File: src/logic/alu_pkg.sv
package alu_pkg;

  // datapath width, the shifter word logic assumes 64
  localparam int XLEN = 64;

  // bit 3 picks the variant of the base function in bits 2:0
  typedef enum logic [3:0] {
    ALU_ADD   = 4'b0000,
    ALU_SUB   = 4'b1000,
    ALU_SLL   = 4'b0001,
    ALU_SLT   = 4'b0010,
    ALU_SLTU  = 4'b1010,
    ALU_PASSB = 4'b0011,
    ALU_XOR   = 4'b0100,
    ALU_SRL   = 4'b0101,
    ALU_SRA   = 4'b1101,
    ALU_OR    = 4'b0110,
    ALU_AND   = 4'b0111
  } alu_op_e;

endpackage

File: src/logic/mdu_pkg.sv
package mdu_pkg;

  import alu_pkg::*;

  // bit 2 set means divide or remainder
  typedef enum logic [2:0] {
    MD_MUL    = 3'b000,
    MD_MULH   = 3'b001,
    MD_MULHSU = 3'b010,
    MD_MULHU  = 3'b011,
    MD_DIV    = 3'b100,
    MD_DIVU   = 3'b101,
    MD_REM    = 3'b110,
    MD_REMU   = 3'b111
  } md_op_e;

  typedef struct packed {
    md_op_e          op;
    logic [XLEN-1:0] src1;
    logic [XLEN-1:0] src2;
  } md_req_t;

  // done is a single-cycle pulse, result valid with it
  typedef struct packed {
    logic            done;
    logic [XLEN-1:0] result;
  } md_resp_t;

endpackage

File: src/logic/alu_core.sv
`timescale 1ns/1ps

module alu_core import alu_pkg::*; (
  input  alu_op_e         op_i,
  input  logic            word_i,
  input  logic [XLEN-1:0] src1_i,
  input  logic [XLEN-1:0] src2_i,
  output logic [XLEN-1:0] result_o,
  output logic            zero_o,
  output logic            less_o
);

  logic            sub;
  logic [XLEN-1:0] b_in;
  logic [XLEN-1:0] sum;
  logic            carry;
  logic            overflow;
  logic            right;
  logic            arith;
  logic [XLEN-1:0] shift;
  logic [XLEN-1:0] alu_res;

  // compares subtract too
  assign sub  = (op_i == ALU_SUB) || (op_i == ALU_SLT) || (op_i == ALU_SLTU);
  assign b_in = src2_i ^ {XLEN{sub}};

  assign {carry, sum} = {1'b0, src1_i} + {1'b0, b_in} + {{XLEN{1'b0}}, sub};

  assign overflow = (src1_i[XLEN-1] == b_in[XLEN-1]) && (sum[XLEN-1] != src1_i[XLEN-1]);

  // no carry out of a - b means a < b unsigned
  assign less_o = (op_i == ALU_SLTU) ? ~carry : (sum[XLEN-1] ^ overflow);
  assign zero_o = ~|sum;

  assign right = (op_i == ALU_SRL) || (op_i == ALU_SRA);
  assign arith = (op_i == ALU_SRA);

  alu_shifter shifter0 (
    .word_i  (word_i),
    .right_i (right),
    .arith_i (arith),
    .src_i   (src1_i),
    .shamt_i (src2_i[5:0]),
    .shift_o (shift)
  );

  always_comb begin
    case (op_i)
      ALU_ADD,
      ALU_SUB:   alu_res = sum;
      ALU_SLL,
      ALU_SRL,
      ALU_SRA:   alu_res = shift;
      ALU_SLT,
      ALU_SLTU:  alu_res = {{(XLEN-1){1'b0}}, less_o};
      ALU_PASSB: alu_res = src2_i;
      ALU_XOR:   alu_res = src1_i ^ src2_i;
      ALU_OR:    alu_res = src1_i | src2_i;
      ALU_AND:   alu_res = src1_i & src2_i;
      default:   alu_res = sum;
    endcase
  end

  // word variants sign-extend from bit 31
  assign result_o = word_i ? {{32{alu_res[31]}}, alu_res[31:0]} : alu_res;

endmodule

File: src/logic/alu_shifter.sv
`timescale 1ns/1ps

module alu_shifter import alu_pkg::*; (
  input  logic            word_i,
  input  logic            right_i,
  input  logic            arith_i,
  input  logic [XLEN-1:0] src_i,
  input  logic [5:0]      shamt_i,
  output logic [XLEN-1:0] shift_o
);

  logic [5:0]      amt;
  logic            sign_bit;
  logic [XLEN-1:0] src_w;
  logic [XLEN-1:0] shr_in;
  logic [XLEN-1:0] shr_out;
  logic [XLEN-1:0] mask;
  logic [XLEN-1:0] right_res;
  logic [XLEN-1:0] raw_res;

  function automatic logic [XLEN-1:0] bit_rev(input logic [XLEN-1:0] v);
    logic [XLEN-1:0] r;
    for (int i = 0; i < XLEN; i++) begin
      r[i] = v[XLEN-1-i];
    end
    return r;
  endfunction

  // word ops only use the low five amount bits
  assign amt      = word_i ? {1'b0, shamt_i[4:0]} : shamt_i;
  assign sign_bit = word_i ? src_i[31] : src_i[63];

  // word source, upper half zero or sign depending on arith
  assign src_w = word_i ? {{32{arith_i & sign_bit}}, src_i[31:0]} : src_i;

  // left shift goes through the same right shifter on reversed bits
  assign shr_in  = right_i ? src_w : bit_rev(src_i);
  assign shr_out = shr_in >> amt;

  // vacated top bits, filled with the sign for sra
  assign mask      = {XLEN{1'b1}} >> amt;
  assign right_res = shr_out | ({XLEN{arith_i & sign_bit}} & ~mask);

  assign raw_res = right_i ? right_res : bit_rev(shr_out);

  assign shift_o = word_i ? {{32{raw_res[31]}}, raw_res[31:0]} : raw_res;

endmodule

File: src/logic/div_seq.sv
`timescale 1ns/1ps

module div_seq import alu_pkg::*, mdu_pkg::*; (
  input  logic     clk,
  input  logic     rst_n,
  input  logic     flush_i,
  input  logic     start_i,
  input  md_req_t  req_i,
  output md_resp_t resp_o
);

  localparam logic [6:0] STEPS   = 7'(XLEN);
  localparam int         LATENCY = XLEN + 1;

  logic            busy_q;
  logic            done_q;
  logic [6:0]      cnt_q;
  logic [XLEN-1:0] dvsr_q;
  logic [XLEN-1:0] quo_q;
  logic [XLEN-1:0] rem_q;
  logic            q_neg_q;
  logic            r_neg_q;
  logic            rem_sel_q;
  logic [XLEN-1:0] result_q;
  logic            is_signed;
  logic            a_neg;
  logic            b_neg;
  logic [XLEN-1:0] mag_a;
  logic [XLEN-1:0] mag_b;
  logic [XLEN:0]   shifted;
  logic [XLEN:0]   trial;
  logic            last;

  // div and rem are the signed ones (bit 0 clear)
  assign is_signed = ~req_i.op[0];
  assign a_neg     = is_signed & req_i.src1[XLEN-1];
  assign b_neg     = is_signed & req_i.src2[XLEN-1];
  assign mag_a     = a_neg ? -req_i.src1 : req_i.src1;
  assign mag_b     = b_neg ? -req_i.src2 : req_i.src2;

  // one restoring step, borrow out of bit XLEN means no subtract
  assign shifted = {rem_q, quo_q[XLEN-1]};
  assign trial   = shifted - {1'b0, dvsr_q};

  assign last = busy_q && (cnt_q == STEPS);

  always_ff @(posedge clk or negedge rst_n) begin
    if (!rst_n) begin
      busy_q <= 1'b0;
      done_q <= 1'b0;
      cnt_q  <= '0;
    end else begin
      done_q <= 1'b0;
      if (flush_i) begin
        busy_q <= 1'b0;
      end else if (start_i) begin
        busy_q <= 1'b1;
        cnt_q  <= '0;
      end else if (last) begin
        busy_q <= 1'b0;
        done_q <= 1'b1;
      end else if (busy_q) begin
        cnt_q <= cnt_q + 7'd1;
      end
    end
  end

  always_ff @(posedge clk) begin
    if (start_i) begin
      dvsr_q    <= mag_b;
      quo_q     <= mag_a;
      rem_q     <= '0;
      // zero divisor must keep the all-ones quotient unsigned
      q_neg_q   <= (a_neg ^ b_neg) & (|req_i.src2);
      r_neg_q   <= a_neg;
      rem_sel_q <= req_i.op[1];
    end else if (last) begin
      // min / -1 lands on min with rem 0 without extra logic
      result_q <= rem_sel_q ? (r_neg_q ? -rem_q : rem_q) : (q_neg_q ? -quo_q : quo_q);
    end else if (busy_q) begin
      rem_q <= trial[XLEN] ? shifted[XLEN-1:0] : trial[XLEN-1:0];
      quo_q <= {quo_q[XLEN-2:0], ~trial[XLEN]};
    end
  end

  assign resp_o = '{done: done_q, result: result_q};

  // done_q is seen one edge after the edge that sets it
  a_done_after_start: assert property (@(posedge clk) disable iff (!rst_n)
    done_q |-> $past(start_i, LATENCY + 1));

endmodule

File: src/logic/exec_unit.sv
`timescale 1ns/1ps

module exec_unit import alu_pkg::*, mdu_pkg::*; #(
  parameter int MUL_BITS = 2
) (
  input  logic            clk,
  input  logic            rst_n,
  input  alu_op_e         alu_op_i,
  input  logic            word_i,
  input  logic [XLEN-1:0] src1_i,
  input  logic [XLEN-1:0] src2_i,
  input  logic            md_en_i,
  input  md_op_e          md_op_i,
  input  logic            flush_i,
  output logic [XLEN-1:0] result_o,
  output logic            zero_o,
  output logic            less_o,
  output logic            stall_o
);

  typedef enum logic {
    MD_IDLE,
    MD_BUSY
  } md_state_e;

  md_state_e       md_state_q;
  md_req_t         md_req;
  md_req_t         req_q;
  logic            launch;
  logic            mul_start;
  logic            div_start;
  md_resp_t        mul_resp;
  md_resp_t        div_resp;
  md_resp_t        md_resp;
  logic [XLEN-1:0] alu_result;

  alu_core alu0 (
    .op_i     (alu_op_i),
    .word_i   (word_i),
    .src1_i   (src1_i),
    .src2_i   (src2_i),
    .result_o (alu_result),
    .zero_o   (zero_o),
    .less_o   (less_o)
  );

  assign md_req    = '{op: md_op_i, src1: src1_i, src2: src2_i};
  assign launch    = (md_state_q == MD_IDLE) && md_en_i && !flush_i;
  assign mul_start = launch && !md_op_i[2];
  assign div_start = launch && md_op_i[2];

  always_ff @(posedge clk or negedge rst_n) begin
    if (!rst_n) begin
      md_state_q <= MD_IDLE;
      req_q      <= '0;
    end else if (launch) begin
      md_state_q <= MD_BUSY;
      req_q      <= md_req;
    end else if (flush_i || md_resp.done) begin
      md_state_q <= MD_IDLE;
    end
  end

  mul_seq #(.MUL_BITS(MUL_BITS)) mul0 (
    .clk     (clk),
    .rst_n   (rst_n),
    .flush_i (flush_i),
    .start_i (mul_start),
    .req_i   (md_req),
    .resp_o  (mul_resp)
  );

  div_seq div0 (
    .clk     (clk),
    .rst_n   (rst_n),
    .flush_i (flush_i),
    .start_i (div_start),
    .req_i   (md_req),
    .resp_o  (div_resp)
  );

  // in-flight op decides whose response counts
  assign md_resp  = req_q.op[2] ? div_resp : mul_resp;
  assign stall_o  = md_en_i && !md_resp.done;
  assign result_o = md_en_i ? md_resp.result : alu_result;

  a_stall_needs_en: assert property (@(posedge clk) disable iff (!rst_n)
    !md_en_i |-> !stall_o);

  // source holds the request steady until the unit answers
  a_req_stable: assert property (@(posedge clk) disable iff (!rst_n)
    (md_state_q == MD_BUSY) && !md_resp.done && !flush_i |-> md_en_i && (md_req == req_q));

endmodule

File: src/logic/mul_seq.sv
`timescale 1ns/1ps

module mul_seq import alu_pkg::*, mdu_pkg::*; #(
  parameter int MUL_BITS = 2
) (
  input  logic     clk,
  input  logic     rst_n,
  input  logic     flush_i,
  input  logic     start_i,
  input  md_req_t  req_i,
  output md_resp_t resp_o
);

  localparam logic [6:0] STEPS = 7'(XLEN / MUL_BITS);

  logic              busy_q;
  logic              done_q;
  logic [6:0]        cnt_q;
  logic [2*XLEN-1:0] mcand_q;
  logic [XLEN-1:0]   mplier_q;
  logic [2*XLEN-1:0] prod_q;
  logic              neg_q;
  logic              hi_q;
  logic [XLEN-1:0]   result_q;
  logic              a_neg;
  logic              b_neg;
  logic [XLEN-1:0]   mag_a;
  logic [XLEN-1:0]   mag_b;
  logic [2*XLEN-1:0] prod_fix;
  logic              last;

  // mulh signs both, mulhsu only src1
  assign a_neg = ((req_i.op == MD_MULH) || (req_i.op == MD_MULHSU)) && req_i.src1[XLEN-1];
  assign b_neg = (req_i.op == MD_MULH) && req_i.src2[XLEN-1];
  assign mag_a = a_neg ? -req_i.src1 : req_i.src1;
  assign mag_b = b_neg ? -req_i.src2 : req_i.src2;

  assign last     = busy_q && (cnt_q == STEPS);
  assign prod_fix = neg_q ? -prod_q : prod_q;

  always_ff @(posedge clk or negedge rst_n) begin
    if (!rst_n) begin
      busy_q <= 1'b0;
      done_q <= 1'b0;
      cnt_q  <= '0;
    end else begin
      done_q <= 1'b0;
      if (flush_i) begin
        busy_q <= 1'b0;
      end else if (start_i) begin
        busy_q <= 1'b1;
        cnt_q  <= '0;
      end else if (last) begin
        busy_q <= 1'b0;
        done_q <= 1'b1;
      end else if (busy_q) begin
        cnt_q <= cnt_q + 7'd1;
      end
    end
  end

  // MUL_BITS multiplier bits retired per step
  always_ff @(posedge clk) begin
    if (start_i) begin
      mcand_q  <= {{XLEN{1'b0}}, mag_a};
      mplier_q <= mag_b;
      prod_q   <= '0;
      neg_q    <= a_neg ^ b_neg;
      hi_q     <= (req_i.op != MD_MUL);
    end else if (last) begin
      result_q <= hi_q ? prod_fix[2*XLEN-1:XLEN] : prod_fix[XLEN-1:0];
    end else if (busy_q) begin
      prod_q   <= prod_q + mcand_q * mplier_q[MUL_BITS-1:0];
      mcand_q  <= mcand_q << MUL_BITS;
      mplier_q <= mplier_q >> MUL_BITS;
    end
  end

  assign resp_o = '{done: done_q, result: result_q};

  // launcher must wait for done or flush
  a_no_start_busy: assert property (@(posedge clk) disable iff (!rst_n)
    start_i |-> !busy_q);

endmodule

File: config.mk
export PLATFORM = sky130hd
export DESIGN_NAME = exec_unit
export DESIGN_NICKNAME = d
export VERILOG_FILES = /design/src/logic/alu_pkg.sv /design/src/logic/mdu_pkg.sv /design/src/logic/alu_core.sv /design/src/logic/alu_shifter.sv /design/src/logic/div_seq.sv /design/src/logic/exec_unit.sv /design/src/logic/mul_seq.sv
export SDC_FILE = /design/constraint.sdc
export NUM_CORES = 2
export LEC_CHECK = 0
export BUFFER_PORTS_ARGS = -buffer_cell sky130_fd_sc_hd__buf_4
export CAP_MARGIN = 15
export CORE_AREA = 2 2 370 372
export CTS_BUF_LIST = sky130_fd_sc_hd__clkbuf_4
export DETAILED_ROUTE_END_ITERATION = 7
export DIE_AREA = 0 0 372 374
export PLACE_DENSITY = 0.63
export SLEW_MARGIN = 20
export SYNTH_ARGS = -nofsm -noshare
export SYNTH_HDL_FRONTEND = slang
export SYNTH_SLANG_ARGS = --single-unit
File: constraint.sdc
create_clock -name clk -period 9.4 [get_ports clk]
set_clock_uncertainty 0.15 [all_clocks]
set_input_delay 1.41 -clock clk [delete_from_list [all_inputs] [get_ports clk]]
set_output_delay 1.41 -clock clk [all_outputs]
set_load 0.01 [all_outputs]
==> qor.txt <==
STA
--------------------------------------------------------------------------------
Count of endpoints failing hold in the final timing report                     0
Tcrit/Tclk final                                                           97.2%
Transition time at the pin with the least slew margin                    1310 ps
Total of endpoints with negative setup slack in the final report               0
Relative slew slack                                                        9.90%
Achievable clock frequency                                             0.109 GHz
Final critical path time including I/O delays and setup                  9140 ps
Setup repair after global routing missed its margin                           no
Aggregate negative setup slack                                              0 ps
Final number of max-transition violations                                      0

ROUTE
--------------------------------------------------------------------------------
First drt pass iteration count                                                 8
Iteration-0 DRC Markers                                                    11000
Number of antenna-violating nets in the routed design                          0
DRC violation count after routing                                             27
Avg Vias per Cell                                                           6.64
Final wirelength                                                       345000 um
Routed wire per std cell                                                 31.9 um
Vias after detailed routing                                                71800

GRT
--------------------------------------------------------------------------------
GRT Residual Overflow                                                          0
Maximum number of pins on one net before global-route repair                 122
Initial antenna violation count                                               35
GRT Total Usage                                                            48.0%
Vias in the first global route                                             66000
Global-route wire length before repair                                 478000 um

LAYOUT
--------------------------------------------------------------------------------
Final-stage net count                                                       9526
Area occupied by registers                                             17300 um2
Final non-filler cell area                                             73300 um2
Post-Route Utilization                                                     54.3%
Fraction of final layout cells sized beyond drive strength 1               9.20%
Multi-input gate area in the final layout                              45600 um2
Non-filler cells, final                                                    10800
Area growth syn-to-layout                                                  8.78%
Fill cell instance count of the final layout                               12800

YOSYS
--------------------------------------------------------------------------------
Mean Syn Cell Area                                                      7.64 um2
Register area share after synthesis                                        25.7%
Area share of the leading cell type in the synthesized netlist             17.3%
Top post-synthesis cells by area                                    sky130_fd_sc_hd__edfxtp_1 17%, sky130_fd_sc_hd__xnor2_1 8.4%, sky130_fd_sc_hd__nand2_1 7.8%, sky130_fd_sc_hd__dfxtp_1 7.6%, sky130_fd_sc_hd__ha_1 7.4%
Cell area after technology mapping                                     67300 um2
Syn Inst Count                                                              8815
Commonest cells post-synth                                          1403 x sky130_fd_sc_hd__nand2_1, 811 x sky130_fd_sc_hd__a21oi_1, 684 x sky130_fd_sc_hd__nor2_1, 676 x sky130_fd_sc_hd__inv_1, 674 x sky130_fd_sc_hd__o21ai_0
Net count after synthesis                                                   9484
Number of flops mapped to enable cells by yosys                              389
Largest area contributor in the netlist                             sky130_fd_sc_hd__edfxtp_1
Count of cell types in the netlist                                            86
Synth warnings                                                                 0
Primary FF master, synth                                            sky130_fd_sc_hd__edfxtp_1
Flop and latch count out of synthesis                                        665
Dominant cell by count in the synthesized netlist                   sky130_fd_sc_hd__nand2_1
Share of async-settable or async-resettable flops after synthesis          3.01%

CLOCK TREE
--------------------------------------------------------------------------------
Clk pin slew, worst setup/hold paths                                       60 ps
Max Root-Sink Buffers                                                          3
Buffers inserted by post-CTS timing repair                                     0
Cell at the root of the clock tree                                  sky130_fd_sc_hd__clkbuf_4
Clock sink count                                                             665
CTS H-tree lvls                                                                4
Clock tree from TritonCTS                                                    yes
Clock latency reported for the late side of the worst-skew pair          1270 ps
Number of CTS-inserted buffers                                               184

FLOORPLANNING
--------------------------------------------------------------------------------
Number of cell rows                                                          135
Effective utilization at floorplan                                         49.9%
Number of ports placed on the die boundary                                   207
Die footprint                                                         139000 um2
Standard cell core area                                               135000 um2
Vertical die dimension                                                    374 um
Die width                                                                 372 um

STATUS
--------------------------------------------------------------------------------
Violated checks                                                              DRC
Outcome                                                             finished with violations

PLACED DESIGN
--------------------------------------------------------------------------------
Number of placed cells counting well taps                                  10500
PortBufs                                                                     206
Instance area at placement                                             70600 um2
Post-detailed-placement half-perimeter wirelength                      273000 um
RD Place Congestion                                                         1.11

WORST SETUP PATH
--------------------------------------------------------------------------------
Chain of cells forming the critical path                            buf_4 > nor2_1 > buf_4 > nor3_2 > buf_4 > buf_12 > xnor2_1 > ha_1 > a21oi_1 > o21ai_0 > a21o_1 > a21oi_1 > o21ai_0 > a31oi_1 > o41ai_1 > buf_4 > and2_1 > a211oi_1 > o41ai_1 > xnor2_1 > a221oi_1 > o22ai_1 > buf_4
Cell with the most instances on the worst path                      sky130_fd_sc_hd__buf_4
Data required time of the worst path                                     7840 ps
Sort of element at the end of the critical path                       output pin
Crit path arrival time                                                   7580 ps
Worst r2r path cells                                                          19
CP Class                                                            input port to output pin
Slowest cell on the critical path                                   sky130_fd_sc_hd__o41ai_1
Critical path's largest stage delay                                       590 ps
Worst-path maximum fanout                                                     50
Worst setup SP type                                                   input port

POWER
--------------------------------------------------------------------------------
Power density over cell area                                          221 nW/um2
Peak supply drop                                                      0.000198 V
Leakage Power                                                            30.3 nW

FLOW RUN
--------------------------------------------------------------------------------
Max-cap violation count                                                        0

WORST HOLD PATH
--------------------------------------------------------------------------------
Hold Path Stages                                                               2
Worst min-delay path category                                       input port to flip-flop

cell usage in the layout, fill, tap and decap left out, types with 55 or more instances in the layout:
| cell type | netlist | layout |
|---|---|---|
| sky130_fd_sc_hd__nand2_1 | 1403 | 1401 |
| sky130_fd_sc_hd__or3_1 | 65 | 64 |
| sky130_fd_sc_hd__xor2_1 | 153 | 153 |
| sky130_fd_sc_hd__ha_1 | 400 | 400 |
| sky130_fd_sc_hd__o211ai_1 | 66 | 66 |
| sky130_fd_sc_hd__nor2_1 | 684 | 679 |
| sky130_fd_sc_hd__o21bai_1 | 68 | 68 |
| sky130_fd_sc_hd__o31ai_1 | 99 | 99 |
| sky130_fd_sc_hd__a22oi_1 | 56 | 56 |
| sky130_fd_sc_hd__edfxtp_1 | 389 | 389 |
| sky130_fd_sc_hd__buf_4 | 0 | 378 |
| sky130_fd_sc_hd__a21oi_1 | 811 | 811 |
| sky130_fd_sc_hd__clkbuf_4 | 0 | 263 |
| sky130_fd_sc_hd__a221oi_1 | 56 | 56 |
| sky130_fd_sc_hd__nor3_1 | 151 | 146 |
| sky130_fd_sc_hd__xnor2_1 | 644 | 643 |
| sky130_fd_sc_hd__o22ai_1 | 55 | 55 |
| sky130_fd_sc_hd__nand3_1 | 127 | 127 |
| sky130_fd_sc_hd__nand4_1 | 104 | 104 |
| sky130_fd_sc_hd__dfxtp_1 | 256 | 256 |
| sky130_fd_sc_hd__a211oi_1 | 83 | 83 |
| sky130_fd_sc_hd__inv_1 | 676 | 669 |
| sky130_fd_sc_hd__o21ai_0 | 674 | 671 |
| sky130_fd_sc_hd__fa_1 | 129 | 129 |
| sky130_fd_sc_hd__a21o_1 | 119 | 119 |
| sky130_fd_sc_hd__mux2i_1 | 213 | 213 |
| sky130_fd_sc_hd__a31oi_1 | 64 | 64 |
per-stage QoR:
stage / setup slack (ps) / hold WS (ps) / power (mW)
final: 259 / 285 / 16.2
after global routing: 90.3 / 269 / 17.0
after CTS: 541 / 211 / 15.8
after detailed placement: 570 / 297 / 12.8
after global placement: 459 / 289 / 12.7
after floorplan: 738 / 282 / 9.95
registers in the layout, indices dropped and copies added (netlist names):
signal          flops
div0.busy_q         1
mul0.cnt_q          7
div0.result_q      64
mul0.neg_q          1
div0.dvsr_q        64
div0.done_q         1
req_q               1
div0.quo_q         64
div0.q_neg_q        1
div0.rem_sel_q      1
mul0.busy_q         1
div0.cnt_q          7
mul0.mplier_q      64
mul0.hi_q           1
mul0.mcand_q      128
mul0.prod_q       128
md_state_q          1
div0.rem_q         64
div0.r_neg_q        1
mul0.result_q      64
mul0.done_q         1
metal layers:
layer | share of wire, % | global-route usage [%]
met5 | 0.028 | 0
met4 | 7.4 | 29.5
met3 | 14 | 18.8
met2 | 40 | 66.1
met1 | 39 | 62.4
layout make-up:
class | count | share of cell area (%)
flip-flops and latches | 665 | 23.6
repair buffers | 384 | 4.01
multi-input cells | 6937 | 62.3
inverters | 685 | 3.53
diodes | 22 | 0.0752
well taps | 1781 | 3.04
clock buffers | 262 | 2.69
clock inverters | 77 | 0.779
what timing repair did:
action / in CTS / in global routing
hold endpoints to repair: 20 / 0
hold buffers: 1 / 0
resized for setup: 0 / 0
where the power goes:
part	internal, mW	switching [mW]	total, mW
registers	3.64	0.708	4.34
logic	3.02	5.88	8.90
clock network	1.44	1.50	2.93
total	8.09	8.09	16.2
critical path, delay by kind of cell:
kind | cells | cell delay (ps)
compound gates | 11 | 3090
xor+xnor | 2 | 550
fa+ha+maj | 1 | 490
buf+inv | 6 | 1530
simple gates | 3 | 460
kinds of logic (layout without fill, tap and decap cells):
family | after synthesis | in the layout | synth area share (%)
buffers and inverters | 1213 | 1408 | 6.76
flip-flops | 665 | 665 | 25.7
other | 0 | 22 | 0
AND/OR/NAND/NOR | 2857 | 2857 | 18.5
adder cells (fa/ha/maj) | 529 | 529 | 11.3
multiplexers | 279 | 279 | 4.84
AO/OA/AOI/OAI | 2475 | 2475 | 22.5
XOR/XNOR | 797 | 797 | 10.4
path summary, 6_finish.rpt:
check,from,endpoint,slack (ps)
max,alu_op_i[3],result_o[63],260
min,flush_i,mul0.done_q,280
max reg2reg,mul0.mplier_q[1],mul0.prod_q[119],2120
min reg2reg,mul0.prod_q[69],mul0.prod_q[69],300
max in group asynchronous,rst_n,req_q[130],8340
min in group asynchronous,rst_n,div0.cnt_q[1],480
Note: power is estimated with default switching activity, not from simulation.
